## config.mk

```make
export PLATFORM = sky130hd
export DESIGN_NAME = cdtimer
export DESIGN_NICKNAME = d
export VERILOG_FILES = /design/src/hw/cpu_pkg.sv /design/src/hw/cdtimer.sv
export SDC_FILE = /design/constraint.sdc
export NUM_CORES = 1
export LEC_CHECK = 0
export BUFFER_PORTS_ARGS = -buffer_cell sky130_fd_sc_hd__buf_2
export CAP_MARGIN = 20
export CORE_MARGIN = 2
export CORE_UTILIZATION = 30
export CTS_CLUSTER_DIAMETER = 100
export DETAILED_ROUTE_END_ITERATION = 7
export SYNTH_ARGS = -nofsm -noshare
export SYNTH_HDL_FRONTEND = slang
export SYNTH_SLANG_ARGS = --single-unit
```

## constraint.sdc

```tcl
create_clock -name clk -period 2.46 [get_ports clk]
set_clock_uncertainty 0.05 [all_clocks]
set_input_delay 0.123 -clock clk [delete_from_list [all_inputs] [get_ports clk]]
set_output_delay 0.123 -clock clk [all_outputs]
set_load 0.05 [all_outputs]
```

## src/hw/cpu_pkg.sv

```systemverilog
`default_nettype none

package cpu_pkg;

  // Byte address width, memory map 000h to FFFh
  localparam int ADDR_WIDTH = 12;

  // First instruction fetched after reset
  localparam logic [15:0] RESET_IP = 16'h0300;

  // Built-in functions live at and below this address
  localparam logic [ADDR_WIDTH-1:0] INTERNAL_LIMIT = 12'h07F;
  localparam logic [ADDR_WIDTH-1:0] TIMER_ADDR = 12'h002;

  // Wishbone classic request, byte addressed
  typedef struct packed {
    logic                  cyc;
    logic                  stb;
    logic                  we;
    logic [ADDR_WIDTH-1:0] adr;
    logic [1:0]            sel;
    logic [15:0]           dat;
  } wb_req_t;

  typedef struct packed {
    logic [15:0] dat;
    logic        ack;
  } wb_rsp_t;

  // Low codes match bits 5..0 of the stack ALU instructions
  // Branch codes only come from the immediate format
  typedef enum logic [5:0] {
    ALU_PASS_A = 6'h00,
    ALU_INC    = 6'h01,
    ALU_INC2   = 6'h02,
    ALU_NOT    = 6'h04,
    ALU_PASS_B = 6'h0f,
    ALU_AND    = 6'h10,
    ALU_OR     = 6'h11,
    ALU_XOR    = 6'h12,
    ALU_SHR    = 6'h14,
    ALU_SAR    = 6'h15,
    ALU_SHL    = 6'h16,
    ALU_JOIN   = 6'h17,
    ALU_ADD    = 6'h20,
    ALU_SUB    = 6'h21,
    ALU_MUL    = 6'h22,
    ALU_LT     = 6'h28,
    ALU_EQ     = 6'h29,
    ALU_NEQ    = 6'h2a,
    ALU_BR     = 6'h30,
    ALU_BRZ    = 6'h31,
    ALU_BRNZ   = 6'h32
  } alu_op_t;

  // Same order as the X field of LD, ST and PUSH
  typedef enum logic [1:0] {
    SRC_STK0 = 2'd0,
    SRC_FP   = 2'd1,
    SRC_IP   = 2'd2,
    SRC_CSTK = 2'd3
  } src_a_t;

  typedef struct packed {
    logic    imm;
    src_a_t  src_a;
    alu_op_t alu_op;
    logic    wr_stk1;
    logic    pop;
    logic    push;
    logic    load_stk;
    logic    load_fp;
    logic    load_ip;
    logic    load_insn;
    logic    cpop;
    logic    cpush;
    logic    byt;
    logic    rd_mem;
    logic    wr_mem;
  } ctrl_t;

endpackage

`default_nettype wire
```

## src/hw/cdtimer.sv

```systemverilog
`timescale 1ns/1ps
`default_nettype none

module cdtimer #(
  parameter int TICK_CYCLES = 27
) (
  input  logic             clk,
  input  logic             rst,
  input  cpu_pkg::wb_req_t req,
  output cpu_pkg::wb_rsp_t rsp
);

  localparam int PW = $clog2(TICK_CYCLES + 1);

  logic [PW-1:0] presc;
  logic [15:0]   count;
  logic          ack_q, hit, tick;

  // Decoder only raises stb here for the timer address
  assign hit  = req.cyc & req.stb & ~ack_q;
  assign tick = (presc == PW'(TICK_CYCLES - 1));

  always_ff @(posedge clk or posedge rst) begin
    if (rst) begin
      presc <= '0;
      count <= '0;
      ack_q <= 1'b0;
    end else begin
      presc <= tick ? '0 : presc + 1'b1;
      ack_q <= hit;
      // A write wins over the tick, count holds at zero
      if (hit && req.we) begin
        count <= req.dat;
      end else if (tick && count != 16'd0) begin
        count <= count - 16'd1;
      end
    end
  end

  assign rsp = '{dat: count, ack: ack_q};

endmodule

`default_nettype wire

```

==> results by group, run 1 <==
Outcome
  • Outcome: finished with violations
  • Failing checks: hold timing

Global route
  • First-pass GRT wire length: 4.94 mm
  • Total track usage: 0.123
  • GRT overflow: 0
  • Vias in the first global route: 1056
  • Pin count of the biggest net entering global routing: 23
  • Initial antenna violation count: 0

Placed design
  • Count of buffers from port buffering: 37
  • Final HPWL DP: 2.17 mm
  • Routability cong.: 0.731
  • Dpl cells: 220

Yosys
  • Mapped Nets: 171
  • Netlist Area Pre-Place: 1330 um^2
  • Register area share after synthesis: 0.414
  • Synthesis Warnings: 0
  • Synth Flop Type: dfrtp_1
  • Register bit count reported by yosys: 22
  • Asr flop ratio synth: 1.00
  • Post-Synthesis Cells: 133
  • Library cells used by synthesis: 36
  • EDFF count, synth: 0
  • Post-Syn Area per Cell: 9.99 um^2

STA
  • # setup viols final: 0
  • Slew margin rel.: 0.421
  • Slew Limit Fails: 0
  • Fmax: 501 MHz
  • Tcrit/Tclk final: 0.812
  • Fin crit period: 2.00 ns
  • Worst Hold Slack: -0.0262 ns
  • Setup_tns: 0 ns
  • RSZ-0062 raised after global routing: no
  • Fin. Hold Viols: 22
  • Worst slew pin tran: 0.868 ns

Route
  • Via density: 4.92
  • Final ANT Viol Nets: 0
  • Drt first-iter violations: 30
  • WL per Instance: 13.0 um
  • Final WL: 2.92 mm
  • DRT Pass-1 Iters: 4
  • Vias: 1102
  • DRC: 0

Floorplanning
  • Core ar.: 4320 um^2
  • # rows: 24
  • Die W: 70.6 um
  • Die area: 4980 um^2
  • Initial core utilization: 0.307
  • Num ports: 52
  • Die Span Y: 70.6 um

Power
  • Peak VDD IR: 0.000438 V
  • Power per cell area: 709 nW/um^2
  • Leakage power: 0.651 nW
  • Total Power: 1.15 mW

Clocking
  • # hold bufs at CTS: 0
  • Clk Latency, worst-skew pair: 0.26 ns
  • # resized after CTS: 0
  • Inserted Clock Buffers: 3
  • Post-CTS repair timing setup buffer count: 0
  • H-tree Lvls: 1
  • Root buffer cell: clkbuf_8
  • CTS Sinks: 22
  • CTS tree: built
  • Clock-pin slew on the worst setup and hold paths: 0.09 ns
  • CTS max path bufs: 2

Cells and area
  • Area of the multi-input gates: 708 um^2
  • Layout cells sized above 1: 0.349
  • Fillers: 472
  • Most frequent cells in the layout: buf_2, dfrtp_1, nor2_1, a21oi_1, xnor2_1
  • P&R area growth vs syn: 21.7%
  • Sequential Area: 551 um^2
  • Fin cells: 224
  • Commonest non-fill, non-tap cell in the layout: buf_2
  • Number of diodes: 0
  • Nets@finish: 211

Critical path
  • Slowest Stage Delay on Critical Path: 0.42 ns
  • Setup CP Type: register to register
  • Cells on worst reg2reg path: 7
  • Cell Chain, Critical Path: inv_1, ha_1, and4b_1, nand4_1, a31oi_1, xnor2_1, a21oi_1
  • CP Data Required Time: 2.55 ns
  • Register-to-Register Setup Slack: 0.46 ns
  • CP Data Arrival Time: 2.09 ns
  • Worst-path maximum fanout: 7
  • Reg-to-Reg Start: presc[0]
  • Worst r2r dst: count[11]
  • Nature of the critical path endpoint: register
  • Type of origin of the critical path: register
  • Slowest CP cell: dfrtp_1

Flow run
  • Max cap viols: 0

Hold path
  • Min-Delay Path Class: input pin to async pin
through the flow:
step / cell area [um^2] / util / worst slack, ns
floorplan: 1330 / - / 0.257
global placement: 1560 / 0.361 / 0.513
detailed placement: 1560 / 0.361 / 0.482
CTS: 1620 / 0.374 / 0.462
global route: 1620 / 0.374 / 0.280
finish: 1620 / 0.374 / 0.463
flip-flops by register name, summed over array words and instances, names as in the netlist:
register and cells:
ack_q 1, count 16, presc 5
cell families after synthesis:
group / share of synthesized area
AO/OA/AOI/OAI: 0.153
XOR/XNOR: 0.0857
adder cells (fa/ha/maj): 0.0283
buffers and inverters: 0.0527
flip-flops: 0.414
multiplexers: 0.0311
AND/OR/NAND/NOR: 0.234
per-layer routing:
layer  vias to the layer above  share of wire  track usage
met5                         -              0            0
met4                         0         0.0075       0.0377
met3                         2          0.052       0.0242
met2                        25           0.45        0.194
met1                       527           0.49        0.171
li1                        548              -            -
critical path, delay by kind of cell (launching register included):
family                   cells  cell delay, ns
AND/OR/NAND/NOR              2            0.59
flip-flops                   1            0.42
AO/OA/AOI/OAI                2            0.41
adder cells (fa/ha/maj)      1            0.19
XOR/XNOR                     1            0.16
buffers and inverters        1            0.07
how the worst max path moves through the flow:
stage	startpoint	endpoint	depth (start not counted)
6_report	presc[0]	count[11]	7
5_1_grt	presc[0]	count[13]	7
4_1_cts	presc[0]	count[11]	7
3_5_place_dp	presc[0]	count[11]	7
3_3_place_gp	presc[0]	count[6]	7
2_1_floorplan	count[0]	count[1]	8
synthesized netlist by cell type (2+ instances only):
cell type / n / area share
nand2_1: 8 / 0.023
nor3_1: 2 / 0.0075
a31oi_1: 2 / 0.0094
nand3_1: 2 / 0.0075
o21ai_0: 2 / 0.0075
nor3_4: 2 / 0.024
ha_1: 3 / 0.028
nand4_1: 3 / 0.014
clkbuf_1: 3 / 0.0085
a21oi_1: 21 / 0.079
nor4_2: 2 / 0.019
inv_1: 4 / 0.011
xnor2_1: 11 / 0.073
xor2_1: 2 / 0.013
nor2_1: 21 / 0.059
dfrtp_1: 22 / 0.41
mux2i_1: 3 / 0.023
a2111oi_2: 2 / 0.023
layout make-up:
| type | instances | area share |
|---|---|---|
| clock buffers | 4 | 0.0341 |
| inverters | 4 | 0.00929 |
| multi-input cells | 100 | 0.438 |
| flip-flops and latches | 22 | 0.341 |
| well taps | 52 | 0.0402 |
| repair buffers | 42 | 0.138 |
where the power goes:
group          switching, mW  internal [mW]
clock                  0.120          0.143
sequential            0.0876          0.413
combinational          0.269          0.113
total                  0.477          0.669
Note: power is estimated with default switching activity, not from simulation.
==> inputs of run 2 (changes only) <==
==> constraint.sdc (replaced) <==
create_clock -name clk -period 1.6 [get_ports clk]
set_clock_uncertainty 0.05 [all_clocks]
set_input_delay 0.08 -clock clk [delete_from_list [all_inputs] [get_ports clk]]
set_output_delay 0.08 -clock clk [all_outputs]
set_load 0.05 [all_outputs]
==> run 2 against run 1 <==
  * The run ends with setup timing left
  * Routed wire length increased by 28%
  * Power increased by 86%
  * Design area increased by 36%
  * Combinational power increased by 130%
  * First-iteration DRC count increased by 53%
  * Sequential share of layout area decreased by 8.5 points
  * Hold slack improved by 0.032 ns
  * Die area unchanged
  * Maximum frequency increased by 6.5%
  * Via count increased by 18%
  * Register-to-register slack got worse by 0.74 ns
  * Critical endpoint is now count[1]
  * Largest power group is now combinational cells
==> results by group, run 2 (synthesis results as in run 1) <==
Outcome
  • Outcome: finished with violations
  • Failing checks: setup timing

Power
  • Power per cell area: 968 nW/um^2 (+37%)
  • Leakage power: 0.931 nW (+43%)
  • Peak VDD IR: 0.000573 V (+31%)
  • Total Power: 2.13 mW (+86%)

STA
  • Slew margin rel.: 0.771 (+0.350)
  • # setup viols final: 16 (+16)
  • Worst slew pin tran: 0.340 ns (-0.527 ns)
  • Fin. Hold Viols: 0 (-100%)
  • Tcrit/Tclk final: 1.17 (+0.360)
  • Fmax: 533 MHz (+6.5%)
  • Slew Limit Fails: 0 (unchanged)
  • RSZ-0062 raised after global routing: yes
  • Fin crit period: 1.88 ns (-0.122 ns)
  • Final WS setup: -0.275 ns (-0.738 ns)
  • Setup_tns: -3.61 ns (-3.61 ns)

Critical path
  • CP Data Required Time: 1.70 ns (-0.85 ns)
  • Slowest CP cell: dfrtp_2
  • Type of origin of the critical path: register
  • Register-to-Register Setup Slack: -0.28 ns (-0.74 ns)
  • Setup CP Type: register to register
  • Delay-heaviest family, CP: simple AND/OR/NAND/NOR gates
  • Nature of the critical path endpoint: register
  • Reg-to-Reg Start: count[0]
  • Buffers & Inverters on Critical Path: 2 (+1)
  • CP Data Arrival Time: 1.98 ns (-0.11 ns)
  • Cells on worst reg2reg path: 8 (+1)
  • Worst r2r dst: count[1]
  • Worst-path maximum fanout: 6 (-1)
  • Slowest Stage Delay on Critical Path: 0.43 ns (about the same)
  • Cell Chain, Critical Path: inv_2, ha_4, nor3b_4, and3_4, buf_12, a21oi_4, mux2i_1, mux2_2

Cells and area
  • Most frequent cells in the layout: buf_4, buf_2, nor2_1
  • Fin cells: 272 (+21%)
  • Layout cells sized above 1: 0.586 (+0.238)
  • P&R area growth vs syn: 65.5%
  • Util after Layout: 0.509 (+0.135)
  • Nets@finish: 259 (+23%)
  • Number of diodes: 0 (unchanged)
  • Max FFs per register: 16 (unchanged)
  • Top Registers: count: 16 flops, presc: 5 flops, ack_q: 1 flops
  • Biggest register: count
  • Commonest non-fill, non-tap cell in the layout: buf_4

Clocking
  • Inserted Clock Buffers: 3 (unchanged)
  • CTS tree: built
  • Clock-pin slew on the worst setup and hold paths: 0.09 ns (about the same)
  • CTS max path bufs: 2 (unchanged)
  • Clk Latency, worst-skew pair: 0.27 ns (about the same)
  • H-tree Lvls: 1 (unchanged)
  • Root buffer cell: clkbuf_8
  • CTS Sinks: 22 (unchanged)

Placed design
  • Count of buffers from port buffering: 37 (unchanged)
  • Dpl cells: 253 (+15%)
  • Final HPWL DP: 2.55 mm (+17%)
  • Routability cong.: 0.835 (+14%)

Route
  • Vias: 1302 (+18%)
  • Drt first-iter violations: 46 (+53%)
  • Final WL: 3.73 mm (+28%)
  • DRC: 0 (unchanged)
  • Final ANT Viol Nets: 0 (unchanged)
  • WL per Instance: 13.7 um (+5.1%)
  • DRT Pass-1 Iters: 4 (unchanged)
  • Via density: 4.79 (-2.7%)

Global route
  • Routing usage on met2: 0.263 (+0.0692)
  • Initial antenna violation count: 0 (unchanged)
  • Pin count of the biggest net entering global routing: 32 (+39%)
  • Met1 Use GR: 0.182 (+0.0105)
  • GR Util met3: 0.0313 (+0.00712)
  • Layer with the highest usage: met2
  • GRT overflow: 0 (unchanged)
  • First-pass GRT wire length: 5.96 mm (+21%)
  • Total track usage: 0.149 (+0.0266)
  • Vias in the first global route: 1312 (+24%)

Floorplanning
  • Core ar.: 4320 um^2 (unchanged)
  • Die Span Y: 70.6 um (unchanged)
  • Die W: 70.6 um (unchanged)
  • Die area: 4980 um^2 (unchanged)
  • Num ports: 52 (unchanged)
  • Initial core utilization: 0.307 (unchanged)
  • # rows: 24 (unchanged)

Hold path
  • Worst-case hold path end point: count[0]
  • Worst Hold Depth: 3
  • Hold_sp: req[0]
  • Min-Delay Path Class: input pin to register

Flow run
  • Max cap viols: 0 (unchanged)
[run 2: cell count changes in the layout (fill, tap and decap cells not counted), moves of 3 or more]
cell and delta:
dfrtp_1 -10, dlygate4sd3_1 +4, dfrtp_2 +10, a21oi_4 +3, buf_4 +38, a21oi_1 -4
[run 2: per-layer routing]
layer,vias to the layer above,routed length (um),share of wire
met5,-,0,0
met4,0,61,0.016
met3,6,136,0.036
met2,30,1980,0.53
met1,621,1550,0.42
li1,645,-,-
[run 2: worst max-delay path by stage]
stage	from	end	slack, ns	cells after the start
after floorplan	count[0]	count[1]	-0.39	8
after global placement	count[0]	count[12]	-0.19	7
after detailed placement	count[0]	count[12]	-0.23	7
after CTS	count[0]	count[12]	-0.22	7
after global routing	count[0]	count[12]	-0.39	7
final	count[0]	count[1]	-0.28	8
[run 2: report_power, final]
group          internal (mW)  leakage (nW)  switching [mW]
sequential             0.646         0.233          0.0820
combinational          0.330         0.662           0.542
clock                  0.334        0.0357           0.195
total                   1.31         0.931           0.819
[run 2: worst reg2reg max path, cell delays in order, from the launching register on]
cell	delay, ns
dfrtp_2	0.43
inv_2	0.07
ha_4	0.12
nor3b_4	0.27
and3_4	0.29
buf_12	0.12
a21oi_4	0.05
mux2i_1	0.11
mux2_2	0.26
[run 2: what timing repair did]
action,in CTS,in global routing
pin swaps,15,17
cloned,1,0
endpoints found under the hold margin,24,0
resized for setup,9,12
hold buffers,4,0
setup endpoints to repair,16,16
buffers inserted,4,6
[run 2: area by class of cell]
| class | count | area [um^2] |
|---|---|---|
| multi-input cells | 100 | 832 |
| fillers | 410 | 2120 |
| flip-flops and latches | 22 | 563 |
| clock inverters | 1 | 30.0 |
| inverters | 4 | 15.0 |
| well taps | 52 | 65.1 |
| repair buffers | 90 | 653 |
| clock buffers | 3 | 41.3 |
[run 2: per-stage QoR]
step	hold slack [ns]	setup slack [ns]	instance area, um^2
finish	0.00609	-0.275	2200
CTS	0.00505	-0.221	2090
floorplan	0.0185	-0.385	1390
global route	0.0118	-0.394	2200
detailed placement	0.0860	-0.231	1880
global placement	0.0879	-0.194	1880
