## src/hw/cpu_pkg.sv

```systemverilog
`default_nettype none

package cpu_pkg;

  // Byte address width, memory map 000h to FFFh
  localparam int ADDR_WIDTH = 12;

  // First instruction fetched after reset
  localparam logic [15:0] RESET_IP = 16'h0300;

  // Built-in functions live at and below this address
  localparam logic [ADDR_WIDTH-1:0] INTERNAL_LIMIT = 12'h07F;
  localparam logic [ADDR_WIDTH-1:0] TIMER_ADDR = 12'h002;

  // Wishbone classic request, byte addressed
  typedef struct packed {
    logic                  cyc;
    logic                  stb;
    logic                  we;
    logic [ADDR_WIDTH-1:0] adr;
    logic [1:0]            sel;
    logic [15:0]           dat;
  } wb_req_t;

  typedef struct packed {
    logic [15:0] dat;
    logic        ack;
  } wb_rsp_t;

  // Low codes match bits 5..0 of the stack ALU instructions
  // Branch codes only come from the immediate format
  typedef enum logic [5:0] {
    ALU_PASS_A = 6'h00,
    ALU_INC    = 6'h01,
    ALU_INC2   = 6'h02,
    ALU_NOT    = 6'h04,
    ALU_PASS_B = 6'h0f,
    ALU_AND    = 6'h10,
    ALU_OR     = 6'h11,
    ALU_XOR    = 6'h12,
    ALU_SHR    = 6'h14,
    ALU_SAR    = 6'h15,
    ALU_SHL    = 6'h16,
    ALU_JOIN   = 6'h17,
    ALU_ADD    = 6'h20,
    ALU_SUB    = 6'h21,
    ALU_MUL    = 6'h22,
    ALU_LT     = 6'h28,
    ALU_EQ     = 6'h29,
    ALU_NEQ    = 6'h2a,
    ALU_BR     = 6'h30,
    ALU_BRZ    = 6'h31,
    ALU_BRNZ   = 6'h32
  } alu_op_t;

  // Same order as the X field of LD, ST and PUSH
  typedef enum logic [1:0] {
    SRC_STK0 = 2'd0,
    SRC_FP   = 2'd1,
    SRC_IP   = 2'd2,
    SRC_CSTK = 2'd3
  } src_a_t;

  typedef struct packed {
    logic    imm;
    src_a_t  src_a;
    alu_op_t alu_op;
    logic    wr_stk1;
    logic    pop;
    logic    push;
    logic    load_stk;
    logic    load_fp;
    logic    load_ip;
    logic    load_insn;
    logic    cpop;
    logic    cpush;
    logic    byt;
    logic    rd_mem;
    logic    wr_mem;
  } ctrl_t;

endpackage

`default_nettype wire
```

## src/hw/bus_decoder.sv

```systemverilog
`timescale 1ns/1ps
`default_nettype none

module bus_decoder (
  input  cpu_pkg::wb_req_t master_req,
  output cpu_pkg::wb_rsp_t master_rsp,
  output cpu_pkg::wb_req_t int_req,
  input  cpu_pkg::wb_rsp_t int_rsp,
  output cpu_pkg::wb_req_t ext_req,
  input  cpu_pkg::wb_rsp_t ext_rsp,
  input  logic             clk,
  input  logic             rst
);

  logic is_int, is_timer, unm_sel, unm_ack;

  assign is_int   = master_req.adr <= cpu_pkg::INTERNAL_LIMIT;
  assign is_timer = master_req.adr == cpu_pkg::TIMER_ADDR;

  // Unselected slave never sees cyc or stb
  always_comb begin
    ext_req     = master_req;
    ext_req.cyc = master_req.cyc & ~is_int;
    ext_req.stb = master_req.stb & ~is_int;
    int_req     = master_req;
    int_req.cyc = master_req.cyc & is_timer;
    int_req.stb = master_req.stb & is_timer;
  end

  // Unmapped internal space, read as zero and ack one cycle later
  assign unm_sel = master_req.cyc & master_req.stb & is_int & ~is_timer;

  always_ff @(posedge clk or posedge rst) begin
    if (rst) begin
      unm_ack <= 1'b0;
    end else begin
      unm_ack <= unm_sel & ~unm_ack;
    end
  end

  always_comb begin
    if (!is_int) begin
      master_rsp = ext_rsp;
    end else if (is_timer) begin
      master_rsp = int_rsp;
    end else begin
      master_rsp = '{dat: 16'h0000, ack: unm_ack};
    end
  end

endmodule

`default_nettype wire

```

## config.mk

```make
export PLATFORM = sky130hd
export DESIGN_NAME = bus_decoder
export DESIGN_NICKNAME = d
export VERILOG_FILES = /design/src/hw/cpu_pkg.sv /design/src/hw/bus_decoder.sv
export SDC_FILE = /design/constraint.sdc
export NUM_CORES = 1
export LEC_CHECK = 0
export BUFFER_PORTS_ARGS = -buffer_cell sky130_fd_sc_hd__buf_2
export CAP_MARGIN = 10
export CORE_MARGIN = 5
export CORE_UTILIZATION = 28
export DETAILED_ROUTE_END_ITERATION = 10
export PLACE_DENSITY = 0.88
export SYNTH_ARGS = -nofsm -noshare
export SYNTH_HDL_FRONTEND = slang
export SYNTH_SLANG_ARGS = --single-unit
```

## constraint.sdc

```tcl
create_clock -name clk -period 5 [get_ports clk]
set_input_delay 1 -clock clk [delete_from_list [all_inputs] [get_ports clk]]
set_output_delay 1 -clock clk [all_outputs]
set_load 0.01 [all_outputs]
```

==> results of run 1 <==
-- metal layers --
metal | global-route usage (%) | vias to the layer above | share of wire (%)
li1 | - | 348 | -
met1 | 9.64 | 303 | 34
met2 | 16.5 | 59 | 45
met3 | 3.96 | 14 | 17
met4 | 4.24 | 0 | 3.8
met5 | 0 | - | 0
-- logic make-up (layout without fill, tap and decap cells) --
logic type,after synthesis,after routing
AOI/OAI and AO/OA,19,19
and+or+nand+nor,15,15
buffers and inverters,67,96
DFF,1,1
-- cell type report --
type | instances | area share, %
repair buffers | 94 | 58.4
inverters | 2 | 0.932
flip-flops and latches | 1 | 3.11
well taps | 31 | 4.81
multi-input cells | 34 | 32.8
-- stage by stage --
step | setup slack (ns) | hold slack, ns | cell area [um^2] | instances | total power [mW]
after global placement | 1.19 | 0.438 | 806 | 162 | 0.0708
after global routing | 1.00 | 0.442 | 806 | 162 | 0.0774
after floorplan | 1.63 | 0.406 | 782 | 102 | 0.0769
final | 1.15 | 0.433 | 806 | 162 | 0.0709
after detailed placement | 1.10 | 0.436 | 806 | 162 | 0.0719
after CTS | 1.10 | 0.436 | 806 | 162 | 0.0720
-- how the worst max path moves through the flow --
stage,from,to,slack (ns),cells after the start
after floorplan,master_req[18],int_req[32],1.63,5
after detailed placement,master_req[18],master_rsp[5],1.10,5
after global placement,master_req[18],master_rsp[10],1.19,5
after CTS,master_req[18],master_rsp[5],1.10,5
final,master_req[18],master_rsp[4],1.15,5
after global routing,master_req[18],master_rsp[12],1.00,5
-- Yosys cell counts (all sizes together) --
cell type	instances	area, um^2
a21oi	1	5.00
a22o	16	140
a41oi	1	8.76
and2	3	18.8
buf	64	482
clkbuf	1	3.75
dfrtp	1	25.0
inv	2	7.51
nand2	1	3.75
nand3	1	5.00
nor2	2	7.51
nor3	2	10.0
nor4	1	21.3
nor4b	1	8.76
o21ai	1	5.00
or3	1	6.26
or3b	1	8.76
or4	2	15.0
-- where the power goes --
group	internal (mW)	switching (mW)
Sequential	0.00829	0.0000245
Clock	0	0
Combinational	0.0334	0.0292
==> implementation parameters, run 1 <==
Parameter                              Value

Timing
  Final setup violation count ... 0
  Final Hold Vio Count ... 0
  Sum of negative setup slack ... 0 ns
  Final worst path period share ... 76.9%
  Highest Clock Rate ... about 0.26 GHz
  Relative slew slack ... a little over two fifths
  Worst-case clock skew ... 0 ns
  Slew Limit Fails ... 0
  Min Tclk post-route ... 3.85 ns
  Worst Max-Slew Pin Slew ... around 0.84 ns
  Unrepaired setup endpoints after global routing ... no

Drt
  Count of antenna-violating nets left after detailed routing ... 0
  Routed vias ... between 700 and 800
  Routed wire per std cell ... between 10 and 15 um
  Routed WL ... around 2200 um
  DRC viols ... 0
  First-iteration detailed-routing DRC count ... 17
  DR pass1 iterations ... 4
  Via-per-instance ratio ... approximately 4.5

Final layout
  Final core utilization ... 29.7%
  Flip-flop count of the largest register, all copies and words added ... 1
  Diodes inserted ... 0
  Synthesis-to-layout area growth ... 3.04%
  Area of the multi-input gates ... roughly 260 um^2
  Commonest non-fill, non-tap cells in the layout ... sky130_fd_sc_hd__buf_2, sky130_fd_sc_hd__a22o_1, sky130_fd_sc_hd__and2_1
  Largest registers ... unm_ack x1
  Share of layout cells above drive strength 1 ... about three quarters
  Layout filler cell count ... between 300 and 400
  Register with the most flip-flops ... unm_ack
  Layout Nets ... slightly above 200
  Most common cell after layout, fill and taps aside ... sky130_fd_sc_hd__buf_2
  Storage element area ... 25.0 um^2

Power
  Cell area power density ... slightly below 90 mW/mm^2
  Peak supply drop ... 0.0380 mV
  Reported leakage power ... ~0.48 nW

Worst hold path
  Startpoint of the worst hold path ... unm_ack
  Number of cells on the worst hold path ... 1
  Worst min-delay path class ... reg2reg
  Sink of the worst hold path ... unm_ack

Die
  Starting Density ... a little under 30%
  FP Rows ... 19
  Core area ... 0.00271 mm^2
  Die Area ... 0.00395 mm^2
  Die Span X ... 62.8 um
  I/O pin total ... ~150
  Die boundary height ... 62.8 um

Global route
  Wire length of the first global-routing pass ... roughly 3200 um
  All-layer global routing usage ... around a tenth
  Total congestion overflow after global routing ... 0
  Number of global-route vias before repair ... around 700
  Maximum number of pins on one net before global-route repair ... 19
  Initial antenna violation count ... 0

Critical path
  CP dominant cell by count ... sky130_fd_sc_hd__buf_2
  Worst R2R Setup Slack ... about 4.2 ns
  Logic depth of the worst register-to-register path ... 1
  Delay of the slowest cell on the worst path ... 0.74 ns
  Data required time at the worst endpoint ... approximately 4 ns
  Critical path's top delay family ... simple AND/OR/NAND/NOR gates
  Type of the setup path with the least slack ... in2out
  Signal arrival time at the worst endpoint ... about 2.9 ns
  Cell-by-cell trace of the critical path ... buf_2 -> or4_1 -> nor4_4 -> a22o_1 -> buf_2
  Endpoint kind of the worst setup timing path ... primary output
  Peak fanout along the critical path ... 17
  Reg2Reg Capture Point ... unm_ack
  Worst Path Buf+Inv ... 2
  Worst R2R Start ... unm_ack
  Critical path launch point type ... input pin
  Crit-path slowest cell ... sky130_fd_sc_hd__nor4_4

Logic synthesis
  Distinct cell type count after synthesis ... 20
  Syn Std Cell Area ... roughly 780 um^2
  Instance count of the mapped netlist ... around 100
  Simple-Gate Fraction of Synth Area ... 13.4%
  Yosys warns ... 0
  Proportion of synthesized chip area in sequential cells ... about 3.2%
  Number of nets produced by synthesis ... about 170
  Largest family of logic cells by synthesized area ... buffers and inverters
  Synth Area per Inst ... 7.67 um^2
  Total of flip-flops plus latches after synthesis ... 1
  Complex-gate fraction of the synthesized area ... roughly a fifth
  Multiplexer share of the synthesized area ... 0%
  Adder and majority gate portion of the synthesized area ... 0%
  Xor and xnor fraction of the mapped netlist area ... 0%

Outcome
  Run status ... complete, no violations

Flow run
  Max capacitance violation total ... 0

Clock tree
  Clk Latency, worst-skew pair ... 0 ns
  Setup fix buffers added after clock tree synthesis ... 0
  Gates resized, CTS repair ... 0
  Total of hold buffers inserted after clock tree synthesis ... 0
  Clock-pin slew on the worst setup and hold paths ... 0 ns

Placed design
  Last weighted congestion value of the routability-driven placer ... a little under 0.7
  Input/output buffers ... between 90 and 100
(Power assumes the default switching activity.)
==> run 2, diff against run 1 <==
- ABC_AREA: default -> 1
- CORE_UTILIZATION: 28 -> 29
- PLACE_DENSITY: 0.88 -> 0.82
- clock period: 5 -> 3.8 ns (I/O delays scaled with it)
==> implementation parameters, run 2 <==
Parameter                              Value

Power
  Total power of the final layout ... slightly above 100 uW
  Sequential share of power ... between 10% and 20%
  Cell internal power dissipation ... ~54 uW
  Portion of total power attributed to the clock network ... 0%
  Cell area power density ... around 100 mW/mm^2
  Net Switching ... between 40 and 50 uW
  Switching part of the total power ... between 40% and 50%
  Combinational group share of total power ... 89.1%
  Reported leakage power ... 0.705 nW
  Peak supply drop ... approximately 0.053 mV

Logic synthesis
  Total of flip-flops plus latches after synthesis ... 1
  Proportion of synthesized chip area in sequential cells ... between 2 and 3%
  Ys async rst share ... between 90% and 100%
  Yosys warns ... 0
  Synth area leaders ... sky130_fd_sc_hd__buf_4, sky130_fd_sc_hd__nand2_1, sky130_fd_sc_hd__nand3_1, sky130_fd_sc_hd__inv_1, sky130_fd_sc_hd__nor2_1
  Number of nets produced by synthesis ... 233
  Distinct cell type count after synthesis ... 16
  Instance count of the mapped netlist ... 164
  Top flip-flop cell by instance count after synthesis ... sky130_fd_sc_hd__dfrtp_1
  Most instantiated library cell after synthesis ... sky130_fd_sc_hd__buf_4
  Fraction of post-synthesis cell area in the top cell type by area ... 48.6%
  Most used standard cells in the synthesized netlist ... sky130_fd_sc_hd__buf_4, sky130_fd_sc_hd__nand2_1, sky130_fd_sc_hd__nand3_1, sky130_fd_sc_hd__inv_1, sky130_fd_sc_hd__nor2_1
  Synth Area per Inst ... between 5 and 6 um^2
  Syn Std Cell Area ... 957 um^2
  Count of flip-flops with a built-in enable after synthesis ... 0
  Cell type with the largest total area after synthesis ... sky130_fd_sc_hd__buf_4

Drt
  Count of antenna-violating nets left after detailed routing ... 0
  Met2 wire length ... 1200 um
  Highest routed metal layer ... met4
  DR pass1 iterations ... 4
  Routed vias ... 941
  WL met3 ... ~330 um
  M1 WL ... between 800 and 900 um
  Routed WL ... between 2000 and 2500 um
  First-iteration detailed-routing DRC count ... 16
  Routed wire per std cell ... a little over 10 um
  DRC viols ... 0
  Via-per-instance ratio ... approximately 4.0

Timing
  Worst hold slack ... just over 0.5 ns
  Final worst path period share ... approximately 72%
  Sum of negative setup slack ... 0 ns
  Unrepaired setup endpoints after global routing ... no
  Final Hold Vio Count ... 0
  Relative slew slack ... between 70 and 80%
  Highest Clock Rate ... between 0.3 and 0.4 GHz
  Final setup violation count ... 0
  Worst-case clock skew ... 0 ns
  Worst setup slack after layout ... roughly 1.1 ns
  Min Tclk post-route ... ~2.7 ns
  Worst Max-Slew Pin Slew ... between 0.4 and 0.5 ns
  Slew Limit Fails ... 0

Final layout
  Storage element area ... roughly 25 um^2
  Flip-flop count of the largest register, all copies and words added ... 1
  Most common cell after layout, fill and taps aside ... sky130_fd_sc_hd__buf_2
  Area of the multi-input gates ... 358 um^2
  Layout Nets ... between 200 and 300
  Layout filler cell count ... about 380
  Fin area ... around 980 um^2
  Synthesis-to-layout area growth ... 2.88%
  Diodes inserted ... 0
  Share of layout cells above drive strength 1 ... between 50% and 60%
  Register with the most flip-flops ... unm_ack
  Largest registers ... unm_ack x1
  Final core utilization ... about a third
  Final cell count without fillers ... 236
  Commonest non-fill, non-tap cells in the layout ... sky130_fd_sc_hd__buf_2, sky130_fd_sc_hd__nand2_1, sky130_fd_sc_hd__nand3_1, sky130_fd_sc_hd__inv_1, sky130_fd_sc_hd__nor2_1

Worst hold path
  Number of cells on the worst hold path ... 3
  Worst min-delay path class ... reg2reg

Die
  Die Span X ... roughly 67 um
  Die Area ... around 0.0045 mm^2
  FP Rows ... 20
  Starting Density ... 30.8%
  I/O pin total ... around 150
  Core area ... around 0.0031 mm^2
  Die boundary height ... 67.5 um

Global route
  Maximum number of pins on one net before global-route repair ... 21
  Total congestion overflow after global routing ... 0
  Number of global-route vias before repair ... 901
  All-layer global routing usage ... 10.3%
  Wire length of the first global-routing pass ... slightly below 4000 um
  Initial antenna violation count ... 0

Clock tree
  Clock-pin slew on the worst setup and hold paths ... 0 ns
  Clk Latency, worst-skew pair ... 0 ns
  Total of hold buffers inserted after clock tree synthesis ... 0
  Gates resized, CTS repair ... 0
  Setup fix buffers added after clock tree synthesis ... 0

Critical path
  Signal arrival time at the worst endpoint ... 1.96 ns
  Peak fanout along the critical path ... 20
  Data required time at the worst endpoint ... 3.04 ns
  Logic depth of the worst register-to-register path ... 3
  Type of the setup path with the least slack ... in2out
  Critical path launch point type ... input pin
  Endpoint kind of the worst setup timing path ... primary output

Placed design
  Detailed-placement wirelength estimate ... about 2100 um
  Input/output buffers ... 94
  Instance area after placement ... ~980 um^2
  Last weighted congestion value of the routability-driven placer ... 0.763
  Placed insts ... roughly 240
  Worst-case setup slack after placement ... approximately 1.1 ns

Flow run
  Max capacitance violation total ... 0

Outcome
  Run status ... complete, no violations
run 2: cell types whose count changed after synthesis, moves of 3 or more:
cell / before / now
sky130_fd_sc_hd__nand2_1: 1 / 43
sky130_fd_sc_hd__nand3_1: 1 / 19
sky130_fd_sc_hd__a22o_1: 16 / 0
sky130_fd_sc_hd__inv_1: 2 / 17
sky130_fd_sc_hd__nor2_1: 2 / 8
sky130_fd_sc_hd__and2_1: 3 / 0
run 2: routing by layer:
layer,GRT usage [%],vias to the layer above
met3,2.83,13
met5,0,-
met4,2.78,0
li1,-,484
met2,19.6,59
met1,10.8,385
run 2: final timing paths:
check / from / endpoint / slack (ns)
max in group asynchronous: rst / unm_ack / 3.11
min reg2reg: unm_ack / unm_ack / 0.51
max reg2reg: unm_ack / unm_ack / 3.16
min: unm_ack / unm_ack / 0.51
min in group asynchronous: rst / unm_ack / 0.60
max: master_req[28] / master_rsp[0] / 1.08
run 2: power by group through the flow:
stage | Sequential, mW | Clock [mW] | Combinational (mW)
after floorplan | 0.0109 | 0 | 0.0964
after detailed placement | 0.0109 | 0 | 0.0910
after global placement | 0.0109 | 0 | 0.0903
final | 0.0109 | 0 | 0.0896
after global routing | 0.0109 | 0 | 0.101
after CTS | 0.0109 | 0 | 0.0913
run 2: kinds of logic (layout without fill, tap and decap cells):
group | after synthesis | count (layout) | share of synthesized area (%)
buffers and inverters | 86 | 114 | 60.0
DFF | 1 | 1 | 2.61
and+or+nand+nor | 77 | 77 | 37.4
run 2: area by class of cell:
class | count | share of cell area [%]
well taps | 44 | 5.59
repair buffers | 94 | 47.8
inverters | 20 | 7.75
multi-input cells | 77 | 36.3
flip-flops and latches | 1 | 2.54
run 2: critical path, stage by stage:
cell and delay, ns:
sky130_fd_sc_hd__buf_2 0.11, sky130_fd_sc_hd__inv_2 0.06, sky130_fd_sc_hd__nand2_4 0.06, sky130_fd_sc_hd__nor2_8 0.26, sky130_fd_sc_hd__nand2_2 0.31, sky130_fd_sc_hd__clkinv_2 0.12, sky130_fd_sc_hd__nand3_1 0.08, sky130_fd_sc_hd__nand2_1 0.06
sky130_fd_sc_hd__buf_2 0.12
