===== src/hw/cpu_pkg.sv =====
`default_nettype none

package cpu_pkg;

  // Byte address width, memory map 000h to FFFh
  localparam int ADDR_WIDTH = 12;

  // First instruction fetched after reset
  localparam logic [15:0] RESET_IP = 16'h0300;

  // Built-in functions live at and below this address
  localparam logic [ADDR_WIDTH-1:0] INTERNAL_LIMIT = 12'h07F;
  localparam logic [ADDR_WIDTH-1:0] TIMER_ADDR = 12'h002;

  // Wishbone classic request, byte addressed
  typedef struct packed {
    logic                  cyc;
    logic                  stb;
    logic                  we;
    logic [ADDR_WIDTH-1:0] adr;
    logic [1:0]            sel;
    logic [15:0]           dat;
  } wb_req_t;

  typedef struct packed {
    logic [15:0] dat;
    logic        ack;
  } wb_rsp_t;

  // Low codes match bits 5..0 of the stack ALU instructions
  // Branch codes only come from the immediate format
  typedef enum logic [5:0] {
    ALU_PASS_A = 6'h00,
    ALU_INC    = 6'h01,
    ALU_INC2   = 6'h02,
    ALU_NOT    = 6'h04,
    ALU_PASS_B = 6'h0f,
    ALU_AND    = 6'h10,
    ALU_OR     = 6'h11,
    ALU_XOR    = 6'h12,
    ALU_SHR    = 6'h14,
    ALU_SAR    = 6'h15,
    ALU_SHL    = 6'h16,
    ALU_JOIN   = 6'h17,
    ALU_ADD    = 6'h20,
    ALU_SUB    = 6'h21,
    ALU_MUL    = 6'h22,
    ALU_LT     = 6'h28,
    ALU_EQ     = 6'h29,
    ALU_NEQ    = 6'h2a,
    ALU_BR     = 6'h30,
    ALU_BRZ    = 6'h31,
    ALU_BRNZ   = 6'h32
  } alu_op_t;

  // Same order as the X field of LD, ST and PUSH
  typedef enum logic [1:0] {
    SRC_STK0 = 2'd0,
    SRC_FP   = 2'd1,
    SRC_IP   = 2'd2,
    SRC_CSTK = 2'd3
  } src_a_t;

  typedef struct packed {
    logic    imm;
    src_a_t  src_a;
    alu_op_t alu_op;
    logic    wr_stk1;
    logic    pop;
    logic    push;
    logic    load_stk;
    logic    load_fp;
    logic    load_ip;
    logic    load_insn;
    logic    cpop;
    logic    cpush;
    logic    byt;
    logic    rd_mem;
    logic    wr_mem;
  } ctrl_t;

endpackage

`default_nettype wire

===== src/hw/cpu_core.sv =====
`timescale 1ns/1ps
`default_nettype none

module cpu_core #(
  parameter int STACK_DEPTH = 8
) (
  input  logic             clk,
  input  logic             rst,
  output cpu_pkg::wb_req_t bus_req,
  input  cpu_pkg::wb_rsp_t bus_rsp
);

  cpu_pkg::ctrl_t ctrl;
  logic [15:0] ip, fp, insn;
  logic [15:0] imm_mask, imm_val;
  logic [15:0] src_a, src_b, alu_out, stack_in;
  logic [15:0] stack0, stack1, cstack0;
  logic [15:0] rd_fmt, wr_word;
  logic [cpu_pkg::ADDR_WIDTH-1:0] adr;
  logic imm_sign, bus_cyc, bus_fetch;

  // Top bit of the field is its sign, PUSH uimm15 stays unsigned
  // Word offsets keep bit 0 clear when negative
  assign imm_sign = ~insn[15] & |(insn & imm_mask & ~(imm_mask >> 1));
  assign imm_val  = (insn & imm_mask) | ({16{imm_sign}} & ~imm_mask & 16'hfffe);

  always_comb begin
    case (ctrl.src_a)
      cpu_pkg::SRC_FP:   src_a = fp;
      cpu_pkg::SRC_IP:   src_a = ip;
      cpu_pkg::SRC_CSTK: src_a = cstack0;
      default:           src_a = stack0;
    endcase
  end

  assign src_b = ctrl.imm ? imm_val : stack1;

  alu i_alu (
    .a    (src_a),
    .b    (src_b),
    .cond (stack0 != 16'd0),
    .op   (ctrl.alu_op),
    .out  (alu_out)
  );

  stack #(
    .STACK_DEPTH (STACK_DEPTH)
  ) operand_stack (
    .clk     (clk),
    .rst     (rst),
    .pop     (ctrl.pop),
    .push    (ctrl.push),
    .load    (ctrl.load_stk),
    .data_in (stack_in),
    .data0   (stack0),
    .data1   (stack1)
  );

  // CALL pushes ip and CPUSH pushes fp, both through src_a
  stack #(
    .STACK_DEPTH (STACK_DEPTH)
  ) call_stack (
    .clk     (clk),
    .rst     (rst),
    .pop     (ctrl.cpop),
    .push    (ctrl.cpush),
    .load    (ctrl.cpush),
    .data_in (src_a),
    .data0   (cstack0),
    .data1   ()
  );

  control_unit i_control_unit (
    .clk       (clk),
    .rst       (rst),
    .insn      (insn),
    .ack       (bus_rsp.ack),
    .ctrl      (ctrl),
    .imm_mask  (imm_mask),
    .bus_cyc   (bus_cyc),
    .bus_fetch (bus_fetch)
  );

  // Address stays stable for the whole access, so adr[0] picks the lane
  assign adr = bus_fetch ? ip[cpu_pkg::ADDR_WIDTH-1:0] : alu_out[cpu_pkg::ADDR_WIDTH-1:0];

  // Byte reads are zero extended from the addressed lane
  always_comb begin
    if (!ctrl.byt) begin
      rd_fmt = bus_rsp.dat;
    end else if (adr[0]) begin
      rd_fmt = {8'h00, bus_rsp.dat[15:8]};
    end else begin
      rd_fmt = {8'h00, bus_rsp.dat[7:0]};
    end
  end

  assign stack_in = ctrl.rd_mem ? rd_fmt : alu_out;
  assign wr_word  = ctrl.wr_stk1 ? stack1 : stack0;

  always_comb begin
    bus_req     = '0;
    bus_req.cyc = bus_cyc;
    bus_req.stb = bus_cyc;
    bus_req.we  = ctrl.wr_mem;
    bus_req.adr = adr;
    if (!ctrl.byt) begin
      bus_req.sel = 2'b11;
      bus_req.dat = wr_word;
    end else if (adr[0]) begin
      // Odd byte lives in the upper lane
      bus_req.sel = 2'b10;
      bus_req.dat = {wr_word[7:0], 8'h00};
    end else begin
      bus_req.sel = 2'b01;
      bus_req.dat = {8'h00, wr_word[7:0]};
    end
  end

  always_ff @(posedge clk or posedge rst) begin
    if (rst) begin
      ip   <= cpu_pkg::RESET_IP;
      fp   <= '0;
      insn <= '0;
    end else begin
      if (ctrl.load_ip) begin
        ip <= alu_out;
      end
      if (ctrl.load_fp) begin
        fp <= alu_out;
      end
      if (ctrl.load_insn) begin
        insn <= bus_rsp.dat;
      end
    end
  end

endmodule

`default_nettype wire


===== src/hw/control_unit.sv =====
`timescale 1ns/1ps
`default_nettype none

module control_unit (
  input  logic           clk,
  input  logic           rst,
  input  logic [15:0]    insn,
  input  logic           ack,
  output cpu_pkg::ctrl_t ctrl,
  output logic [15:0]    imm_mask,
  output logic           bus_cyc,
  output logic           bus_fetch
);

  // Idle gives the bus its low cycle after a memory access
  typedef enum logic [1:0] {
    S_IDLE,
    S_FETCH,
    S_EXEC,
    S_MEM
  } state_t;

  state_t            state;
  cpu_pkg::ctrl_t    dec;
  cpu_pkg::src_a_t   x_sel;
  cpu_pkg::alu_op_t  addr_op;
  logic              is_mem;
  logic              upd;

  // X = 0 means no base, so the address is the offset alone
  assign x_sel   = cpu_pkg::src_a_t'(insn[11:10]);
  assign addr_op = (x_sel == cpu_pkg::SRC_STK0) ? cpu_pkg::ALU_PASS_B : cpu_pkg::ALU_ADD;

  // Decode of the fetched instruction
  always_comb begin
    dec      = '0;
    is_mem   = 1'b0;
    imm_mask = 16'h0000;
    if (insn[15]) begin
      // PUSH uimm15
      dec.imm      = 1'b1;
      imm_mask     = 16'h7fff;
      dec.alu_op   = cpu_pkg::ALU_PASS_B;
      dec.push     = 1'b1;
      dec.load_stk = 1'b1;
    end else begin
      case (insn[14:12])
        3'b000, 3'b001: begin
          // JMP, CALL, JZ, JNZ
          dec.imm     = 1'b1;
          imm_mask    = 16'h0ffe;
          dec.src_a   = cpu_pkg::SRC_IP;
          dec.load_ip = 1'b1;
          if (insn[12]) begin
            dec.alu_op = insn[0] ? cpu_pkg::ALU_BRNZ : cpu_pkg::ALU_BRZ;
            dec.pop    = 1'b1;
          end else begin
            dec.alu_op = cpu_pkg::ALU_BR;
            // Return address comes from src_a
            dec.cpush  = insn[0];
          end
        end
        3'b010, 3'b011: begin
          // LD and ST, word aligned offset
          dec.imm    = 1'b1;
          imm_mask   = 16'h03fe;
          dec.src_a  = x_sel;
          dec.alu_op = addr_op;
          is_mem     = 1'b1;
          if (insn[12]) begin
            dec.pop    = 1'b1;
            dec.wr_mem = 1'b1;
          end else begin
            dec.push     = 1'b1;
            dec.load_stk = 1'b1;
            dec.rd_mem   = 1'b1;
          end
        end
        3'b100: begin
          // PUSH X+simm10
          dec.imm      = 1'b1;
          imm_mask     = 16'h03ff;
          dec.src_a    = x_sel;
          dec.alu_op   = addr_op;
          dec.push     = 1'b1;
          dec.load_stk = 1'b1;
        end
        3'b101: begin
          // ADD FP, other encodings here are reserved
          if (insn[11:10] == 2'b00) begin
            dec.imm     = 1'b1;
            imm_mask    = 16'h03ff;
            dec.src_a   = cpu_pkg::SRC_FP;
            dec.alu_op  = cpu_pkg::ALU_ADD;
            dec.load_fp = 1'b1;
          end
        end
        3'b111: begin
          if (!insn[11]) begin
            // Stack ALU format
            dec.alu_op   = cpu_pkg::alu_op_t'(insn[5:0]);
            dec.push     = insn[7];
            dec.pop      = insn[6];
            dec.load_stk = 1'b1;
          end else begin
            dec.alu_op = cpu_pkg::ALU_PASS_A;
            dec.byt    = insn[0];
            casez (insn[3:0])
              4'b0000: begin
                dec.src_a   = cpu_pkg::SRC_CSTK;
                dec.load_ip = 1'b1;
                dec.cpop    = 1'b1;
              end
              4'b0010: begin
                dec.src_a   = cpu_pkg::SRC_CSTK;
                dec.load_fp = 1'b1;
                dec.cpop    = 1'b1;
              end
              4'b0011: begin
                dec.src_a = cpu_pkg::SRC_FP;
                dec.cpush = 1'b1;
              end
              4'b100?: begin
                // LDD replaces the address with the data
                dec.load_stk = 1'b1;
                dec.rd_mem   = 1'b1;
                is_mem       = 1'b1;
              end
              4'b11??: begin
                // STA reloads the address, STD lets the value rise
                dec.pop      = 1'b1;
                dec.load_stk = ~insn[1];
                dec.wr_stk1  = 1'b1;
                dec.wr_mem   = 1'b1;
                is_mem       = 1'b1;
              end
              default: dec.byt = 1'b0;
            endcase
          end
        end
        default: dec = '0;
      endcase
    end
  end

  // State updates land at execute, or at ack for memory instructions
  assign upd = (state == S_EXEC && !is_mem) || (state == S_MEM && ack);

  always_comb begin
    ctrl = dec;
    if (!upd) begin
      ctrl.pop      = 1'b0;
      ctrl.push     = 1'b0;
      ctrl.load_stk = 1'b0;
      ctrl.load_fp  = 1'b0;
      ctrl.load_ip  = 1'b0;
      ctrl.cpop     = 1'b0;
      ctrl.cpush    = 1'b0;
    end
    if (state == S_FETCH) begin
      // ip steps to the next word while the fetch completes
      ctrl           = '0;
      ctrl.src_a     = cpu_pkg::SRC_IP;
      ctrl.alu_op    = cpu_pkg::ALU_INC2;
      ctrl.load_ip   = ack;
      ctrl.load_insn = ack;
    end else if (state == S_IDLE) begin
      ctrl = '0;
    end
  end

  always_ff @(posedge clk or posedge rst) begin
    if (rst) begin
      state <= S_IDLE;
    end else begin
      case (state)
        S_IDLE:  state <= S_FETCH;
        S_FETCH: if (ack) state <= S_EXEC;
        S_EXEC:  state <= is_mem ? S_MEM : S_FETCH;
        S_MEM:   if (ack) state <= S_IDLE;
        default: state <= S_IDLE;
      endcase
    end
  end

  assign bus_cyc   = (state == S_FETCH) || (state == S_MEM);
  assign bus_fetch = (state == S_FETCH);

endmodule

`default_nettype wire


===== src/hw/stack.sv =====
`timescale 1ns/1ps
`default_nettype none

module stack #(
  parameter int STACK_DEPTH = 8
) (
  input  logic        clk,
  input  logic        rst,
  input  logic        pop,
  input  logic        push,
  input  logic        load,
  input  logic [15:0] data_in,
  output logic [15:0] data0,
  output logic [15:0] data1
);

  logic [15:0] entry [STACK_DEPTH];

  always_ff @(posedge clk or posedge rst) begin
    if (rst) begin
      for (int i = 0; i < STACK_DEPTH; i++) begin
        entry[i] <= '0;
      end
    end else if (push) begin
      // Shift down, oldest entry falls off the bottom
      for (int i = 1; i < STACK_DEPTH; i++) begin
        entry[i] <= entry[i-1];
      end
      if (load) begin
        entry[0] <= data_in;
      end
    end else if (pop) begin
      // Shift up, bottom refills with zero
      for (int i = 0; i < STACK_DEPTH - 1; i++) begin
        entry[i] <= entry[i+1];
      end
      entry[STACK_DEPTH-1] <= '0;
      // Pop with load replaces the new top
      if (load) begin
        entry[0] <= data_in;
      end
    end else if (load) begin
      entry[0] <= data_in;
    end
  end

  assign data0 = entry[0];
  assign data1 = entry[1];

endmodule

`default_nettype wire


===== src/hw/alu.sv =====
`timescale 1ns/1ps
`default_nettype none

module alu (
  input  logic [15:0]     a,
  input  logic [15:0]     b,
  input  logic            cond,
  input  cpu_pkg::alu_op_t op,
  output logic [15:0]     out
);

  logic [15:0] target;
  logic        taken;

  // ip already points past the branch, so step back one word
  // to make the offset relative to the branch itself
  assign target = a + b - 16'd2;

  // cond is high when stack0 is nonzero
  always_comb begin
    case (op)
      cpu_pkg::ALU_BRZ:  taken = ~cond;
      cpu_pkg::ALU_BRNZ: taken = cond;
      default:           taken = 1'b1;
    endcase
  end

  always_comb begin
    case (op)
      cpu_pkg::ALU_PASS_A: out = a;
      cpu_pkg::ALU_INC:    out = a + 16'd1;
      cpu_pkg::ALU_INC2:   out = a + 16'd2;
      cpu_pkg::ALU_NOT:    out = ~a;
      cpu_pkg::ALU_PASS_B: out = b;
      cpu_pkg::ALU_AND:    out = a & b;
      cpu_pkg::ALU_OR:     out = a | b;
      cpu_pkg::ALU_XOR:    out = a ^ b;
      cpu_pkg::ALU_SHR:    out = a >> b;
      cpu_pkg::ALU_SAR:    out = $signed(a) >>> b;
      cpu_pkg::ALU_SHL:    out = a << b;
      // High byte from b, low byte from a
      cpu_pkg::ALU_JOIN:   out = a | (b << 8);
      cpu_pkg::ALU_ADD:    out = a + b;
      cpu_pkg::ALU_SUB:    out = a - b;
      // Low half of the product only
      cpu_pkg::ALU_MUL:    out = a * b;
      cpu_pkg::ALU_LT:     out = {15'd0, $signed(a) < $signed(b)};
      cpu_pkg::ALU_EQ:     out = {15'd0, a == b};
      cpu_pkg::ALU_NEQ:    out = {15'd0, a != b};
      cpu_pkg::ALU_BR,
      cpu_pkg::ALU_BRZ,
      cpu_pkg::ALU_BRNZ:   out = taken ? target : a;
      // Unused codes leave stack0 as it is
      default:             out = a;
    endcase
  end

endmodule

`default_nettype wire


===== config.mk =====
export PLATFORM = sky130hd
export DESIGN_NAME = cpu_core
export DESIGN_NICKNAME = d
export VERILOG_FILES = /design/src/hw/cpu_pkg.sv /design/src/hw/cpu_core.sv /design/src/hw/control_unit.sv /design/src/hw/stack.sv /design/src/hw/alu.sv
export SDC_FILE = /design/constraint.sdc
export NUM_CORES = 2
export LEC_CHECK = 0
export BUFFER_PORTS_ARGS = -buffer_cell sky130_fd_sc_hd__buf_4
export CELL_PAD_IN_SITES_DETAIL_PLACEMENT = 0
export CELL_PAD_IN_SITES_GLOBAL_PLACEMENT = 2
export CORE_MARGIN = 2
export CORE_UTILIZATION = 36
export DETAILED_ROUTE_END_ITERATION = 6
export GPL_TIMING_DRIVEN = 0
export PLACE_DENSITY = 0.78
export REMOVE_ABC_BUFFERS = 1
export SYNTH_ARGS = -nofsm -noshare
export SYNTH_HDL_FRONTEND = slang
export SYNTH_SLANG_ARGS = --single-unit

===== constraint.sdc =====
create_clock -name clk -period 8.5 [get_ports clk]
set_input_delay 0.425 -clock clk [delete_from_list [all_inputs] [get_ports clk]]
set_output_delay 0.425 -clock clk [all_outputs]
set_load 0.03 [all_outputs]

==> results <==
- TritonCTS built the clock tree.
- The relative slew slack is 6.69%.
- The routed wirelength normalized by instance count is 28.8 µm.
- The Yosys step of the flow raised 0 warnings.
- The sum of buffers and inverters on the critical path is 9.
- Setup repair after global routing could not meet its margin everywhere.
- The site row count is 97.
- Summed over all nets, the half-perimeter wirelength after detailed placement is 79.8 mm.
- The clock passes through at most 3 buffers.
- Buffers inserted to repair hold after CTS numbered 0.
- In this design, the largest share of critical-path delay is due to adder cells.
- The most used flip-flop cell after synthesis is dfrtp_1.
- The via density per instance is 6.24.
- In this design, the critical path's most frequently occurring cell is fa_1.
- After the last flow step, the layout net total stands at 3363.
- Setup total negative slack on the finished layout was measured at -21.6 ps.
- The overall track demand over capacity in global routing is 31.3%.
- The post-route clock skew is 25.7 ps.
- The sink count of the clock tree is 306.
- In this run the register-to-register setup slack is 250 ps.
- The leftover overflow at the end of global routing is 0.
- The area taken by multi-input logic gates is 0.0171 mm².
- The number of top-level design ports is 52.
- After detailed routing, the number of remaining DRC violations is 9.
- In the finished design, the share of the clock period the worst path needs comes to 100%.
- The upper clock frequency limit is 0.117 GHz.
- Across all setup checks in the final design, the least slack found is -21.6 ps.
- The most used standard cell by instance count after synthesis is nand2_1.
- The biggest area contributor in the post-synthesis netlist is dfrtp_1.
- The async set-reset flop share out of synthesis is 100%.
- The instance count of the mapped netlist is 3092.
- The placeable core region is 0.0701 mm².
- Max-cap violations in this run came to 0.
- The number of DRC violations after detailed-routing iteration 0 is 2683.
- The number of H-tree levels is 1.
- The synthesized area is 0.0255 mm².
- The routed layout has 25.7k vias.
- The mean instance size in the synthesized netlist is 8.26 µm².
- The final reports fail on DRC, setup timing.
- The setup-violating endpoint count in the final report is 1.
- The largest fanout on the critical path is 8.
- Clock tree synthesis selected as its root buffer the cell clkbuf_16.
- Data on the critical path arrives at its endpoint at 8100 ps.
- The filler cell count is 7024.
- The post-route netlist has 18.1% of its cells at a drive strength greater than 1.
- The initial antenna violation count is 1.
- In this run, synthesis produced a sequential element count of 306.
- The placer congestion estimate is 0.967.
- Sorting the synthesized cells by how often they occur yields nand2_1 (408), nor2_1 (325), dfrtp_1 (304).
- The slowest library cell on the worst path is fa_1.
- The slew at the pin closest to its max-slew limit is 1390 ps.
- The port buffer count is 51.
- Measured along the y axis, the die boundary spans 270 µm.
- The final-report max-slew violation count is 0.
- The later pin in the worst-skew pair is clocked with a latency of 600 ps.
- The number of buffers inserted during clock tree synthesis is 31.
- The worst min-delay path class is primary input to asynchronous set/reset pin.
- The number of global-route vias before repair is 24.8k.
- The total wirelength of the detailed-routed design is 119 mm.
- Summing all flip-flop and latch instances after layout gives 0.00769 mm².
- The remaining antenna violation count is 0.
- The count of antenna diodes in the layout is 0.
- The critical path is of the flip-flop to output pin type.
- The effective utilization at floorplan is 36.4%.
- The horizontal die dimension is 270 µm.
- The floorplan step defined a die boundary enclosing 0.0731 mm².
- The pin count of the biggest net entering global routing is 123.
- The number of optimization iterations in the first detailed-route pass is 7.
- The first-pass GRT wire length is 172 mm.
- Relative to the synthesized area, the layout overhead comes to 19.1%.
- After synthesis, the largest area contributor takes up 29.8% of total cell area.
- The post-synthesis sequential area ratio is 30.0%.
- Yosys mapped a number of flops with a built-in enable equal to 0.
- The kind of start point of the critical path is a flip-flop.
- Clock-pin slew was measured on the worst setup and hold paths at 70 ps.
- The number of distinct library cells after synthesis is 115.
- The delay of the slowest critical-path stage is 510 ps.
- The run finished, with violations left.
- The hold violation total from the final report is 0.
- Data on the critical path is required at its endpoint by 8080 ps.
- Subtracting the final worst setup slack from the clock period gives 8520 ps.
- Yosys attributes the largest share of cell area to dfrtp_1 (30%), fa_1 (6.4%), nand2_1 (6.0%).
- The worst setup path is captured at an output pin.
==> final timing paths <==
kind | from | to | cells after the start
setup reg to reg | insn[11] | fp[13] | 28
hold / removal | rst | operand_stack.entry[2] | 2
hold reg to reg | fp[1] | fp[1] | 2
setup / recovery | insn[3] | bus_req[29] | 30
min in group clk | bus_rsp[0] | i_control_unit.state[0] | 2
max in group asynchronous | rst | ip[9] | 4
==> cell families (layout without fill, tap and decap cells) <==
logic type | Yosys count | in the layout | share of synthesized area [%]
XOR/XNOR | 63 | 63 | 2.32
AO/OA/AOI/OAI | 925 | 927 | 24.4
flip-flops | 306 | 306 | 30.0
buffers and inverters | 416 | 501 | 6.62
AND/OR/NAND/NOR | 1034 | 1036 | 18.2
multiplexers | 166 | 168 | 7.15
adder cells (fa/ha/maj) | 182 | 182 | 11.3
==> stage by stage <==
stage,utilization (%),instance area [µm²],worst slack (ps),cells,hold slack (ps)
after floorplan,-,24600,-13290,2866,445
after CTS,42.5,29800,-67.4,4084,10.6
after detailed placement,38.2,26800,-4220,3891,469
final,43.3,30400,-21.6,4123,4.28
after global routing,43.3,30400,-196,4123,50.6
after global placement,37.2,26100,-30920,3857,461
==> metal layers <==
layer  track usage, %  wire, µm
met1             41.4     48500
met5                0         9
met2             49.2     52900
met4             17.5      7920
met3             4.53      9220
==> sequential cells by signal, indices dropped and copies added (netlist names) <==
| signal | flops |
|---|---|
| fp | 16 |
| operand_stack.entry | 96 |
| insn | 16 |
| call_stack.data1 | 16 |
| operand_stack.data1 | 16 |
| i_control_unit.state | 2 |
| ip | 16 |
| operand_stack.data0 | 16 |
| call_stack.entry | 96 |
| call_stack.data0 | 16 |
==> layout by cell type, fill, tap and decap left out, drive strengths merged, types with 24 or more instances in the layout <==
cell type / instances
a211oi: 27
a21oi: 206
a22o: 43
a22oi: 128
buf: 257
clkbuf: 43
dfrtp: 304
fa: 82
ha: 100
inv: 179
mux2: 57
mux2i: 106
nand2: 413
nand3: 64
nor2: 331
nor2b: 24
nor3: 60
nor4: 25
o211ai: 27
o21ai: 176
o22ai: 107
xnor2: 46
==> area by class of cell <==
type	count	area share, %
Clock buffer	43	2.93
Clock inverter	11	0.510
Inverter	190	2.84
Multi-Input combinational cell	2376	56.3
Sequential cell	306	25.3
Tap cell	940	3.87
Timing Repair Buffer	257	8.29
==> timing repair <==
item,in CTS,in global routing
buffers inserted,135,38
cloned,5,1
pin swaps,58,38
setup endpoints to repair,66,14
resized for setup,188,52
Power is not shown: default switching activity piles up to over one toggle a cycle in this logic, so the estimate is an artifact.
